===== src/logic/lsu_pkg.sv =====
package lsu_pkg;

	typedef logic [31:0] word_t;
	typedef logic [4:0]  reg_idx_t;
	typedef logic [3:0]  lane_sel_t;

	typedef enum logic [3:0] {
		OP_NONE,
		OP_ORI,
		OP_LUI,
		OP_LB,
		OP_LBU,
		OP_LH,
		OP_LHU,
		OP_LW,
		OP_LWL,
		OP_LWR,
		OP_LL,
		OP_SB,
		OP_SH,
		OP_SW,
		OP_SC
	} oper_t;

	// MIPS primary opcodes, instr[31:26].
	localparam logic [5:0] OPC_ORI = 6'h0d;
	localparam logic [5:0] OPC_LUI = 6'h0f;
	localparam logic [5:0] OPC_LB  = 6'h20;
	localparam logic [5:0] OPC_LH  = 6'h21;
	localparam logic [5:0] OPC_LWL = 6'h22;
	localparam logic [5:0] OPC_LW  = 6'h23;
	localparam logic [5:0] OPC_LBU = 6'h24;
	localparam logic [5:0] OPC_LHU = 6'h25;
	localparam logic [5:0] OPC_LWR = 6'h26;
	localparam logic [5:0] OPC_SB  = 6'h28;
	localparam logic [5:0] OPC_SH  = 6'h29;
	localparam logic [5:0] OPC_SW  = 6'h2b;
	localparam logic [5:0] OPC_LL  = 6'h30;
	localparam logic [5:0] OPC_SC  = 6'h38;

endpackage


===== src/logic/lsu_decode.sv =====
`timescale 1ns/1ps

module lsu_decode (
	input  logic               clk,
	input  logic               rst,
	input  logic               valid_i,
	input  lsu_pkg::word_t     instr_i,
	input  lsu_pkg::word_t     rs_data_i,
	input  lsu_pkg::word_t     rt_data_i,
	input  logic               fwd_we_i,
	input  lsu_pkg::reg_idx_t  fwd_addr_i,
	input  lsu_pkg::word_t     fwd_data_i,
	output lsu_pkg::reg_idx_t  rs_addr_o,
	output lsu_pkg::reg_idx_t  rt_addr_o,
	output lsu_pkg::oper_t     op_o,
	output logic               mem_ce_o,
	output logic               mem_we_o,
	output lsu_pkg::word_t     mem_addr_o,
	output lsu_pkg::lane_sel_t mem_sel_o,
	output lsu_pkg::word_t     mem_wdata_o,
	output logic               wr_we_o,
	output lsu_pkg::reg_idx_t  wr_addr_o,
	output lsu_pkg::word_t     wr_data_o
);

lsu_pkg::oper_t     op;
lsu_pkg::word_t     rs_val, rt_val, addr, wdata, wr_data;
lsu_pkg::lane_sel_t sel;
logic               is_load, is_store, wr_we;
logic [15:0]        imm;

assign rs_addr_o = instr_i[25:21];
assign rt_addr_o = instr_i[20:16];
assign imm       = instr_i[15:0];

// Result still in the memory stage wins over the register file.
assign rs_val = (fwd_we_i && fwd_addr_i != '0 && fwd_addr_i == rs_addr_o) ?
	fwd_data_i : rs_data_i;
assign rt_val = (fwd_we_i && fwd_addr_i != '0 && fwd_addr_i == rt_addr_o) ?
	fwd_data_i : rt_data_i;

always_comb begin
	op = lsu_pkg::OP_NONE;
	if (valid_i) begin
		case (instr_i[31:26])
			lsu_pkg::OPC_ORI: op = lsu_pkg::OP_ORI;
			lsu_pkg::OPC_LUI: op = lsu_pkg::OP_LUI;
			lsu_pkg::OPC_LB:  op = lsu_pkg::OP_LB;
			lsu_pkg::OPC_LBU: op = lsu_pkg::OP_LBU;
			lsu_pkg::OPC_LH:  op = lsu_pkg::OP_LH;
			lsu_pkg::OPC_LHU: op = lsu_pkg::OP_LHU;
			lsu_pkg::OPC_LW:  op = lsu_pkg::OP_LW;
			lsu_pkg::OPC_LWL: op = lsu_pkg::OP_LWL;
			lsu_pkg::OPC_LWR: op = lsu_pkg::OP_LWR;
			lsu_pkg::OPC_LL:  op = lsu_pkg::OP_LL;
			lsu_pkg::OPC_SB:  op = lsu_pkg::OP_SB;
			lsu_pkg::OPC_SH:  op = lsu_pkg::OP_SH;
			lsu_pkg::OPC_SW:  op = lsu_pkg::OP_SW;
			lsu_pkg::OPC_SC:  op = lsu_pkg::OP_SC;
			default:          op = lsu_pkg::OP_NONE;
		endcase
	end
end

assign is_load = op inside {lsu_pkg::OP_LB, lsu_pkg::OP_LBU, lsu_pkg::OP_LH,
	lsu_pkg::OP_LHU, lsu_pkg::OP_LW, lsu_pkg::OP_LWL, lsu_pkg::OP_LWR, lsu_pkg::OP_LL};
assign is_store = op inside {lsu_pkg::OP_SB, lsu_pkg::OP_SH, lsu_pkg::OP_SW,
	lsu_pkg::OP_SC};
assign wr_we = is_load || op inside {lsu_pkg::OP_ORI, lsu_pkg::OP_LUI, lsu_pkg::OP_SC};

assign addr = rs_val + {{16{imm[15]}}, imm};

always_comb begin
	sel   = 4'b1111;
	wdata = rt_val;
	case (op)
		lsu_pkg::OP_LB, lsu_pkg::OP_LBU, lsu_pkg::OP_SB: begin
			sel   = 4'b0001 << addr[1:0];
			wdata = {4{rt_val[7:0]}};
		end
		lsu_pkg::OP_LH, lsu_pkg::OP_LHU, lsu_pkg::OP_SH: begin
			sel   = addr[1] ? 4'b1100 : 4'b0011;
			wdata = {2{rt_val[15:0]}};
		end
		lsu_pkg::OP_LWL: sel = 4'b1111 << addr[1:0];
		lsu_pkg::OP_LWR: sel = 4'b1111 >> (2'd3 - addr[1:0]);
		default: ;
	endcase
end

// Loads carry old rt for the LWL/LWR merge.
always_comb begin
	case (op)
		lsu_pkg::OP_ORI: wr_data = rs_val | {16'b0, imm};
		lsu_pkg::OP_LUI: wr_data = {imm, 16'b0};
		default:         wr_data = rt_val;
	endcase
end

always_ff @(posedge clk) begin
	if (rst) begin
		op_o     <= lsu_pkg::OP_NONE;
		mem_ce_o <= 1'b0;
		mem_we_o <= 1'b0;
		wr_we_o  <= 1'b0;
	end else begin
		op_o     <= op;
		mem_ce_o <= is_load || is_store;
		mem_we_o <= is_store;
		wr_we_o  <= wr_we;
	end
end

always_ff @(posedge clk) begin
	mem_addr_o  <= addr;
	mem_sel_o   <= sel;
	mem_wdata_o <= wdata;
	wr_addr_o   <= rt_addr_o;
	wr_data_o   <= wr_data;
end

a_mem_sel: assert property (@(posedge clk) disable iff (rst)
	mem_ce_o |-> mem_sel_o != '0)
	else $error("memory access with empty lane mask");

endmodule


===== config.mk =====
export PLATFORM = sky130hd
export DESIGN_NAME = lsu_decode
export DESIGN_NICKNAME = d
export VERILOG_FILES = /design/src/logic/lsu_pkg.sv /design/src/logic/lsu_decode.sv
export SDC_FILE = /design/constraint.sdc
export NUM_CORES = 1
export LEC_CHECK = 0
export ABC_CLOCK_PERIOD_IN_PS = 9000
export BUFFER_PORTS_ARGS = -buffer_cell sky130_fd_sc_hd__buf_2
export CAP_MARGIN = 20
export CORE_MARGIN = 5
export CORE_UTILIZATION = 48
export CTS_CLUSTER_SIZE = 28
export DETAILED_ROUTE_END_ITERATION = 16
export GPL_ROUTABILITY_DRIVEN = 1
export PLACE_DENSITY = 0.8
export SLEW_MARGIN = 10
export SYNTH_ARGS = -nofsm -noshare
export SYNTH_HDL_FRONTEND = slang
export SYNTH_SLANG_ARGS = --single-unit

===== constraint.sdc =====
create_clock -name clk -period 9 [get_ports clk]
set_clock_uncertainty 0.15 [all_clocks]
set_input_delay 0 -clock clk [delete_from_list [all_inputs] [get_ports clk]]
set_output_delay 0 -clock clk [all_outputs]
set_load 0.01 [all_outputs]

## After elaboration in Yosys (flattened, before gate mapping)

Memory sizes are Yosys's and may differ from the RTL's.
Cells that the tools add are included.
Widths: inputs -> output; s select.

- Flip-flop bits (word level): 112
- Bits in latches: 0
- RAM bits: 0
- Memory bits (read-only): 256
- Bits of input ports: 137
- Output and inout bits: 122
- Word-level logic and storage cells: 50
- Memories kept: 1

Memories:

| name | depth | width | rd ports | clocked after memory_dff | write ports | line | RTL |
|---|---|---|---|---|---|---|---|
| (name not given) | 64 | 4 | 1 | 0 | 0 | lsu_decode.sv:45 | `case (instr_i[31:26])` |

- Add/sub/neg operators: 2
- $mul: 0
- Div/mod/pow operators: 0
- Magnitude comparators: 0
- Equality and inequality tests: 16
- Shifts and indexed selects: 3
- Muxes and demuxes: 7
- Bitwise operators: 1
- Reduce and logical (&&, ||, !) cells: 11

Operator list:

| cell | count |
|---|---|
| $pmux 32 s2 | 2 |
| $mux 32 | 2 |
| $add 32x32->32 | 1 |
| $or 32x16->32 | 1 |
| $eq 4x4->1 const B | 7 |
| $eq 4x3->1 const B | 4 |
| $pmux 4 s4 | 1 |
| $eq 5x5->1 | 2 |
| $eq 4x2->1 const B | 2 |
| $mux 4 | 2 |
| $reduce_bool 8->1 | 1 |
| $reduce_or 3->1 | 2 |
| $reduce_bool 5->1 | 1 |
| $eq 4x1->1 const B | 1 |
| $reduce_bool 4->1 | 1 |
| $shl 1x2->4 const A | 1 |
| $shl 4x2->4 const A | 1 |
| $shr 4x2->4 const A | 1 |
| $logic_and 1x1->1 | 3 |
| $reduce_bool 3->1 | 1 |
| $logic_or 1x1->1 | 2 |
| $sub 2x2->2 const A | 1 |

## Depth between registers and ports, before layout

Gate-level depths: netlist of the first run.

- Depth in word-level cells: 8
- Depth in mapped cells: 18
- Gate-level depth less buffers: 16

## Least setup slack after synthesis of the first run

OpenSTA, ideal clock, no wires.

- Path kind: in2reg
- Start point: input port fwd_addr_i[4]
- End point: register mem_addr_o[30]
- Arrival: 3518 ps
- Data required time: 8732 ps
- Setup slack: 5215 ps
- Cell stages on the path: 18
- Buffers on the path: 2
- Path through: xnor2_1 > nand3_1 > nor4_2 > buf_2 > buf_2 > mux2_2 > ha_1 > inv_1 > fa_1 > nor2b_1 > o21a_1 > o21a_1 > o31ai_2 > a2111oi_0 > nand4b_1 > a31o_2 > a21o_1 > xor2_1

- Word-level cells in the longest chain between the ends: 5

Ends and longest elaborated chain:

| element | line | RTL |
|---|---|---|
| start: declaration | lsu_decode.sv:11 | `input lsu_pkg::reg_idx_t fwd_addr_i,` |
| $reduce_bool 5->1 | lsu_decode.sv:37 | `assign rs_val = (fwd_we_i && fwd_addr_i != '0 && fwd_addr_i == rs_addr_o) ?` |
| $logic_and 1x1->1 | lsu_decode.sv:37 |  |
| $logic_and 1x1->1 (*) | lsu_decode.sv:37 |  |
| $mux 32 (*) | lsu_decode.sv:37 |  |
| $add 32x32->32 (*) | lsu_decode.sv:71 | `assign addr = rs_val + {{16{imm[15]}}, imm};` |
| named net addr[30] | lsu_decode.sv:27 | `lsu_pkg::word_t rs_val, rt_val, addr, wdata, wr_data;` |
| end signal: assignment | lsu_decode.sv:115 | `mem_addr_o <= addr;` |
| end: declaration | lsu_decode.sv:18 | `output lsu_pkg::word_t mem_addr_o,` |

The timed path passes the listed nets; every way through them passes the cells marked *.
A chain may end at the register's enable or synchronous reset.

## Worst setup path after layout of the first run

- Start point: input port fwd_addr_i[3]
- End point: register mem_addr_o[30]

The elaborated chain is that of the path after synthesis.

==> results of run 1 <==
==> how the worst max path moves through the flow <==
stage	start	to	cells past startpoint
2_1_floorplan	fwd_addr_i[4]	mem_addr_o[30]	18
3_3_place_gp	fwd_addr_i[3]	mem_addr_o[30]	18
3_5_place_dp	fwd_addr_i[3]	mem_addr_o[30]	18
4_1_cts	fwd_addr_i[3]	mem_addr_o[30]	18
5_1_grt	fwd_addr_i[3]	mem_addr_o[30]	18
6_report	fwd_addr_i[3]	mem_addr_o[30]	18
==> synthesized netlist by cell type (17+ instances only) <==
| library cell | n |
|---|---|
| a21oi_1 | 63 |
| clkbuf_1 | 19 |
| dfxtp_1 | 112 |
| ha_1 | 53 |
| inv_1 | 51 |
| mux2_2 | 28 |
| mux2i_1 | 38 |
| nand2_1 | 80 |
| nor2_1 | 41 |
| nor3_1 | 26 |
| o21ai_0 | 32 |
| o22ai_1 | 17 |
| xnor2_1 | 21 |
| xor2_1 | 17 |
==> report_power, final <==
part           total (uW)  internal (uW)  switching, uW
sequential            580            560           19.5
clock                 407            203            203
combinational         457            199            258
total                1440            962            481
==> timing repair <==
item                                    4_1_cts  5_1_grt
hold buffers                                 92        0
hold endpoints to repair                     74        0
endpoints found under the setup margin        0        0
==> stage by stage <==
step,hold slack (ns),total power [uW],util
after floorplan,-0.122,823,-
after global placement,-0.00587,993,0.576
after detailed placement,-0.00925,996,0.576
after CTS,0.00616,1430,0.661
after global routing,0.0139,1510,0.661
final,0.0160,1440,0.661
==> logic make-up (layout without fill, tap and decap cells) <==
group           Yosys count  count (layout)  synth area share
mux                      71              71             0.112
xor+xnor                 38              38            0.0480
simple gates            212             212             0.143
flops                   112             112             0.323
compound gates          217             217             0.206
other cells               0               1                 0
buf+inv                 103             430            0.0677
fa+ha+maj                55              55             0.100
==> routing by layer <==
layer	track usage	vias up	wire, um
met3	0.0806	114	2840
met5	0	-	0
met2	0.515	543	12600
met4	0.175	0	1580
li1	-	3521	-
met1	0.361	3501	10300
==> final cells by class <==
class                   instances  area, um2
fillers                      1124       4870
inverters                      53        199
multi-input cells             593       4240
well taps                     184        230
diodes                          1       2.50
repair buffers                361       2290
clock inverters                 6       57.6
flip-flops and latches        112       2240
clock buffers                  10        239
==> state kept, by name, indices dropped and copies added (netlist names) <==
name / cells
mem_addr_o: 32
mem_wdata_o: 32
wr_data_o: 32
wr_addr_o: 5
mem_sel_o: 4
op_o: 4
mem_ce_o: 1
mem_we_o: 1
wr_we_o: 1
==> results.yml, run 1 <==
setup_path:
  crit_path_max_incr_delay_ns: 0.71
  worstSetupPathType: "input port to flop"
  cp-start-kind: "input port"
  cp_data_required_time_ns: 9.15
  path_cells: "buf_2 > or4_1 > o21ai_1 > nor4_4 > buf_4 > mux2_2 > ha_1 > inv_1 > fa_1 > nor2b_1 > o21a_1 > o21a_1 > o31ai_2 > a2111oi_0 > nand4b_1 > a31o_2 > a21o_1 > xor2_1"
  crit_arrival_ns: 4.31
  crit_buf_inv: 3
  worstPathMaxFanout: 32
  slowest_stage: "a2111oi_0"
  cp_common_cell: "o21a_1"
  cpLargestDelayFamily: "compound AO/OA/AOI/OAI gates"
  end_kind: "flop"
clocking:
  cts.sinks: 112
  cts_made_buffers: 9
  cts_tree: "yes"
  cts_htree_levels: 3
  cts_setup_buffers: 0
  cts_resized: 0
  clk_pin_slew_ns: 0.08
  root_buffer: "clkbuf_16"
  clockBufferDepth: 2
placement:
  dp.cells: 1211
  io_buffer_count: 258
  globalplace.congestion: 1.02
  dp_slack_ns: 4.72
  placed_area_um2: 8280
  place_hpwl_um: 19800
floorplan:
  coreArea_um2: 14400
  ios: 259
  start_util: 0.483
  rows: 44
  fp.dieH_um: 130
  dieArea_um2: 16900
  die_x_um: 130
yosys:
  synth_cells: 808
  synthesis.nets: 999
  yosysTopAreaCellShare: 0.323
  synthTopCellsByArea: "dfxtp_1 32%, ha_1 9.6%, mux2i_1 5.5%"
  async_flop_share: 0
  ys_types: 64
  syn_area_um2: 6930
  ys.warnings.count: 0
  synth_area_per_cell_um2: 8.58
  ys_seq_area_frac: 0.323
  synth_edf_count: 0
  synth.largest_area_cell: "dfxtp_1"
  synth-main-ff-cell: "dfxtp_1"
  ys_ff_latch: 112
detailed_routing:
  viasPerCell: 5.82
  detail-route-antenna-nets: 0
  routedWlPerCell_um: 20.7
  vias: 7679
  wl_um: 27300
  drt_pass1_iterations: 6
  route.detailed.drc: 0
  drt_iter0_markers: 833
final_layout:
  drive_gt1_frac: 0.289
  area_growth_syn_to_layout_pct: 37.0
  mostFrequentLayoutCell: "buf_2"
  mostFrequentLayoutCells: "259 x buf_2, 112 x dfxtp_1, 92 x dlygate4sd3_1, 80 x nand2_1, 63 x a21oi_1"
  layout.nets: 1321
  fin_cells: 1320
  final_area_um2: 9500
power_and_ir_drop:
  leakage_uw: 0.00444
  ir_worst_vdd_mv: 0.116
  pwr_density_cell_nw_per_um2: 152
run_status:
  status: "finished, final reports clean"
global_routing:
  overflow: 0
  grt_pass1_wl_um: 40000
  grt_max_degree: 41
  grt_use_total: 0.310
  grt_pass1_vias: 7523
  antenna_found_initial: 1
sta:
  finalSetupTns_ns: 0
  layout_setup_ws_ns: 4.84
  slew_headroom: 0.295
  finalHoldViolCount: 0
  worst_pin_slew_ns: 1.05
  clock.fmax_mhz: 240
  grt_setup_unrepaired: "no"
  min_period_over_period: 0.462
  maxSlewViolCount: 0
  fin_crit_ns: 4.16
  setup_viol: 0
hold_path:
  holdPathEnd: "wr_data_o[12]"
  hold_start: "instr_i[12]"
  min_path_type: "input port to flop"
  hold_depth: 4
job:
  cap_violations: 0
(Power assumes the default switching activity.)
==> inputs of run 2 (changes only) <==
--- a/config.mk
+++ b/config.mk
@@ -5,7 +5,8 @@
 export SDC_FILE = /design/constraint.sdc
 export NUM_CORES = 1
 export LEC_CHECK = 0
-export ABC_CLOCK_PERIOD_IN_PS = 9000
+export ABC_AREA = 1
+export ABC_CLOCK_PERIOD_IN_PS = 4200
 export BUFFER_PORTS_ARGS = -buffer_cell sky130_fd_sc_hd__buf_2
 export CAP_MARGIN = 20
 export CORE_MARGIN = 5
==> constraint.sdc (replaced) <==
create_clock -name clk -period 4.2 [get_ports clk]
set_clock_uncertainty 0.15 [all_clocks]
set_input_delay 0 -clock clk [delete_from_list [all_inputs] [get_ports clk]]
set_output_delay 0 -clock clk [all_outputs]
set_load 0.01 [all_outputs]
==> results.yml, run 2 <==
run_status:
  status: "finished with violations"
  violations: "hold timing"
final_layout:
  fin_cells: 1550
  area_growth_syn_to_layout_pct: 37.6
  layout.nets: 1552
  seq_area_um2: 2240
  drive_gt1_frac: 0.225
  top_regs: "mem_addr_o x32, mem_wdata_o x32, wr_data_o x32"
  mostFrequentLayoutCells: "327 x nand2_1, 258 x buf_2, 138 x inv_1, 112 x dfxtp_1, 94 x dlygate4sd3_1"
  n_fill_cell: 1192
  mostFrequentLayoutCell: "nand2_1"
  multi_input_area_um2: 3910
yosys:
  ys_ff_latch: 112
  synthTopCellsByArea: "dfxtp_1 32%, nand2_1 18%, ha_1 9.6%"
  synth_cells: 1025
  synth_most_common_cell: "nand2_1"
  yosysTopAreaCellShare: 0.324
  synth_area_per_cell_um2: 6.75
  synthesis.nets: 1216
  ys_types: 38
  synth_commonest_cells: "328 x nand2_1, 138 x inv_1, 112 x dfxtp_1"
  synth_edf_count: 0
  ys_seq_area_frac: 0.324
  synth.largest_area_cell: "dfxtp_1"
  ys.warnings.count: 0
  async_flop_share: 0
  syn_area_um2: 6920
  synth-main-ff-cell: "dfxtp_1"
clocking:
  root_buffer: "clkbuf_16"
  cts_resized: 0
  cts_setup_buffers: 0
  cts.sinks: 112
  cts_tree: "yes"
  clockBufferDepth: 2
  cts_made_buffers: 9
  cts_htree_levels: 3
  clk_pin_slew_ns: 0.08
floorplan:
  start_util: 0.495
  dieArea_um2: 16900
  die_x_um: 130
  rows: 43
  fp.dieH_um: 130
  ios: 259
  coreArea_um2: 14000
detailed_routing:
  routedWlPerCell_um: 17.4
  drt_pass1_iterations: 8
  vias: 8148
  route.detailed.drc: 0
  drt_iter0_markers: 1077
  viasPerCell: 5.26
  wl_um: 26900
  detail-route-antenna-nets: 0
hold_path:
  min_path_type: "input port to flop"
  holdPathEnd: "wr_data_o[31]"
  hold_start: "fwd_data_i[31]"
  hold_depth: 5
global_routing:
  grt_max_degree: 56
  grt_pass1_wl_um: 40800
  grt_pass1_vias: 7928
  overflow: 0
  antenna_found_initial: 3
  grt_use_total: 0.312
placement:
  dp.cells: 1436
  io_buffer_count: 258
  globalplace.congestion: 0.966
  place_hpwl_um: 20400
power_and_ir_drop:
  p_clk_frac: 0.283
  ir_worst_vdd_mv: 0.218
  p_sw_frac: 0.338
  pwr_density_cell_nw_per_um2: 335
  p_int_uw: 2110
  p_sw_uw: 1080
  power_frac_seq: 0.394
  leakage_uw: 0.00530
  power_frac_comb: 0.323
sta:
  slew_headroom: 0.516
  fin_crit_ns: 3.57
  grt_setup_unrepaired: "no"
  maxSlewViolCount: 0
  min_period_over_period: 0.850
  worst_pin_slew_ns: 0.719
  finalHoldViolCount: 1
  clock.fmax_mhz: 280
  finalSetupTns_ns: 0
  setup_viol: 0
  hold-worst-slack_ns: -0.00284
job:
  cap_violations: 0
setup_path:
  worstPathMaxFanout: 55
  cp_data_required_time_ns: 4.36
  end_kind: "flop"
  crit_arrival_ns: 3.73
  worstSetupPathType: "input port to flop"
  cp-start-kind: "input port"
==> run 2: cell count changes after synthesis, sizes merged, moves of 18 or more <==
cell and delta:
nand2 +252, inv +96, o21ai +57, nand3 +53, mux2i -40, mux2 -31
a21oi -22, nor3 -19, nor2 +18
==> run 2: worst max path at each step <==
stage / depth (start not counted) / endpoint / slack [ns] / from
finish: 11 / mem_wdata_o[13] / 0.63 / instr_i[16]
global route: 11 / mem_wdata_o[13] / 0.49 / instr_i[16]
CTS: 12 / mem_wdata_o[8] / 0.78 / instr_i[17]
detailed placement: 16 / mem_addr_o[29] / 0.65 / fwd_addr_i[0]
global placement: 16 / mem_addr_o[29] / 0.75 / fwd_addr_i[0]
floorplan: 17 / mem_addr_o[30] / 1.16 / fwd_addr_i[0]
==> run 2: cell families after synthesis <==
kind of cell / after synthesis / share of synthesized area
DFF: 112 / 0.324
xor gates and xnor gates: 32 / 0.0405
buffers and inverters: 181 / 0.112
and+or+nand+nor: 473 / 0.285
adders and majority gates: 54 / 0.0988
AOI/OAI and AO/OA: 173 / 0.140
==> run 2: per-stage QoR <==
step	util	hold slack (ns)	worst slack [ns]	power [uW]	area, um2
CTS	0.679	0.000168	0.785	3160	9500
floorplan	-	-0.122	1.16	1800	6920
global route	0.680	0.0192	0.493	3340	9510
detailed placement	0.591	-0.00223	0.652	2180	8260
finish	0.680	-0.00284	0.631	3190	9520
global placement	0.591	-0.00641	0.748	2180	8260
==> run 2: power by group through the flow <==
| stage | Sequential [uW] | Combinational [uW] | Clock (uW) |
|---|---|---|---|
| CTS | 1250 | 1000 | 906 |
| finish | 1260 | 1030 | 900 |
| detailed placement | 1280 | 909 | 0 |
| global placement | 1280 | 907 | 0 |
| global route | 1270 | 1120 | 957 |
| floorplan | 1350 | 448 | 0 |
==> run 2: routing by layer <==
metal	vias up	GRT usage	routed length (um)
li1	3913	-	-
met1	3604	0.389	10400
met2	507	0.506	12100
met3	124	0.0729	2970
met4	0	0.153	1450
met5	-	0	0
==> run 2: critical path, cell delays in order <==
cell,delay (ns)
dlygate4sd3_1,0.54
buf_2,0.15
xnor2_1,0.12
nand2_1,0.10
nor3_4,0.54
nand2_4,0.51
o21ai_1,0.41
dlygate4sd3_1,0.67
nand2_1,0.06
nand2_1,0.07
dlygate4sd3_1,0.53
==> run 2: final cells by class <==
class | count | area share
Antenna cell | 4 | 0.00105
Clock buffer | 11 | 0.0255
Clock inverter | 5 | 0.00657
Inverter | 150 | 0.0594
Multi-Input combinational cell | 732 | 0.410
Sequential cell | 112 | 0.236
Tap cell | 180 | 0.0237
Timing Repair Buffer | 356 | 0.238
==> run 2: what timing repair did <==
action	in CTS	in global routing
endpoints found under the setup margin	0	0
endpoints found under the hold margin	81	1
hold buffers	93	1
==> inputs of run 3 (changes only) <==
--- a/config.mk
+++ b/config.mk
@@ -5,16 +5,16 @@
 export SDC_FILE = /design/constraint.sdc
 export NUM_CORES = 1
 export LEC_CHECK = 0
-export ABC_AREA = 1
-export ABC_CLOCK_PERIOD_IN_PS = 4200
+export ABC_AREA = 0
+export ABC_CLOCK_PERIOD_IN_PS = 3100
 export BUFFER_PORTS_ARGS = -buffer_cell sky130_fd_sc_hd__buf_2
 export CAP_MARGIN = 20
 export CORE_MARGIN = 5
-export CORE_UTILIZATION = 48
+export CORE_UTILIZATION = 45
 export CTS_CLUSTER_SIZE = 28
 export DETAILED_ROUTE_END_ITERATION = 16
 export GPL_ROUTABILITY_DRIVEN = 1
-export PLACE_DENSITY = 0.8
+export PLACE_DENSITY = 0.79
 export SLEW_MARGIN = 10
 export SYNTH_ARGS = -nofsm -noshare
 export SYNTH_HDL_FRONTEND = slang
==> constraint.sdc (replaced) <==
create_clock -name clk -period 3.1 [get_ports clk]
set_clock_uncertainty 0.15 [all_clocks]
set_input_delay 0 -clock clk [delete_from_list [all_inputs] [get_ports clk]]
set_output_delay 0 -clock clk [all_outputs]
set_load 0.01 [all_outputs]
==> results.yml, run 3 (synthesis results as in run 1) <==
detailed_routing:
  viasPerCell: 5.79
  wl_um: 31300
  drt_pass1_iterations: 6
  route.detailed.drc: 0
  detail-route-antenna-nets: 0
  drt_iter0_markers: 1025
  vias: 8395
  routedWlPerCell_um: 21.6
setup_path:
  cp-start-kind: "input port"
  cp_data_required_time_ns: 3.22
  worstSetupPathType: "input port to flop"
  end_kind: "flop"
  worstPathMaxFanout: 7
  crit_arrival_ns: 3.54
sta:
  slew_headroom: 0.300
  layout_setup_ws_ns: -0.323
  worst_pin_slew_ns: 1.04
  setup_viol: 17
  fin_crit_ns: 3.42
  finalHoldViolCount: 0
  grt_setup_unrepaired: "yes"
  clock.fmax_mhz: 292
  min_period_over_period: 1.10
  finalSetupTns_ns: -2.66
  maxSlewViolCount: 0
hold_path:
  hold_depth: 4
  holdPathEnd: "wr_data_o[14]"
  hold_start: "instr_i[14]"
  min_path_type: "input port to flop"
clocking:
  cts_htree_levels: 3
  clockBufferDepth: 2
  root_buffer: "clkbuf_16"
  clk_pin_slew_ns: 0.08
  cts_made_buffers: 9
  cts_tree: "yes"
  cts.sinks: 112
job:
  cap_violations: 0
floorplan:
  fp.dieH_um: 134
  rows: 45
  start_util: 0.458
  coreArea_um2: 15100
  ios: 259
  dieArea_um2: 18000
  die_x_um: 134
global_routing:
  grt_use_total: 0.322
  grt_pass1_vias: 8266
  grt_pass1_wl_um: 45300
  antenna_found_initial: 0
  grt_max_degree: 37
  overflow: 0
final_layout:
  top_regs: "mem_addr_o x32, mem_wdata_o x32, wr_data_o x32"
  mostFrequentLayoutCell: "buf_2"
  area_growth_syn_to_layout_pct: 59.6
  antenna_cells: 0
  n_fill_cell: 1040
  mostFrequentLayoutCells: "255 x buf_2, 122 x buf_4, 112 x dfxtp_1, 91 x dlygate4sd3_1, 77 x nand2_1"
  drive_gt1_frac: 0.411
  layout.nets: 1447
power_and_ir_drop:
  finalPower_uw: 4500
  leakage_uw: 0.00519
  ir_worst_vdd_mv: 0.306
  pwr_density_cell_nw_per_um2: 407
placement:
  globalplace.congestion: 1.04
  place_hpwl_um: 21400
  io_buffer_count: 258
run_status:
  status: "finished with violations"
  violations: "setup timing"
## run 3: how the worst max path moves through the flow
stage,from,cells past startpoint,end
6_report,instr_i[25],19,mem_addr_o[30]
5_1_grt,fwd_addr_i[1],19,mem_addr_o[31]
4_1_cts,fwd_addr_i[3],18,mem_addr_o[30]
3_5_place_dp,fwd_addr_i[3],18,mem_addr_o[30]
3_3_place_gp,fwd_addr_i[3],16,mem_addr_o[30]
2_1_floorplan,fwd_addr_i[3],18,mem_addr_o[30]
## run 3: final cells by class
| cell class | count | area [um2] | area share |
|---|---|---|---|
| clock buffers | 10 | 239 | 0.0216 |
| inverters | 53 | 199 | 0.0180 |
| flip-flops and latches | 112 | 2240 | 0.203 |
| multi-input cells | 593 | 4730 | 0.427 |
| repair buffers | 487 | 3370 | 0.305 |
| clock inverters | 6 | 52.6 | 0.00475 |
| well taps | 188 | 235 | 0.0213 |
## run 3: critical path, cell delays in order
cell and delay [ns]:
buf_2 0.11, xnor2_1 0.15, nand3_1 0.15, nor4_4 0.37
buf_6 0.20, buf_12 0.15, mux2_2 0.35, inv_1 0.09
ha_4 0.21, a21o_1 0.16, a41oi_1 0.23, o21ai_1 0.16
a21oi_1 0.17, buf_4 0.17, a2111oi_4 0.08, nand4b_1 0.25
a31o_2 0.24, a21o_1 0.16, xor2_1 0.13
## run 3: power by group
part / switching (uW) / internal, uW / total (uW)
logic: 863 / 783 / 1650
clock network: 591 / 580 / 1170
registers: 59.2 / 1630 / 1690
total: 1510 / 2990 / 4500
## run 3: per-layer routing
| layer | GRT usage | wire length [um] | share of wire | vias to the layer above |
|---|---|---|---|---|
| met2 | 0.533 | 14500 | 0.46 | 637 |
| met5 | 0 | 0 | 0 | - |
| met1 | 0.387 | 11400 | 0.36 | 3834 |
| met3 | 0.0649 | 3370 | 0.11 | 151 |
| met4 | 0.195 | 2090 | 0.067 | 0 |
| li1 | - | - | - | 3773 |
## run 3: metrics by stage
step | instance area (um2) | util | hold WS [ns] | setup slack [ns] | instances
after detailed placement | 9070 | 0.599 | -0.00512 | -0.715 | 1302
after CTS | 10600 | 0.697 | 0.00115 | -0.222 | 1419
final | 11100 | 0.731 | 0.0129 | -0.323 | 1449
after global placement | 9070 | 0.599 | -0.00815 | -0.706 | 1302
after global routing | 11100 | 0.731 | 0.0220 | -0.420 | 1449
after floorplan | 7040 | - | -0.122 | -0.471 | 808
## run 3: timing repair
item / 4_1_cts / 5_1_grt
resized for setup: 37 / 53
hold endpoints to repair: 75 / 7
hold buffers: 94 / 4
gates cloned: 0 / 3
setup endpoints to repair: 14 / 28
pin swaps: 24 / 41
buffers inserted: 8 / 33
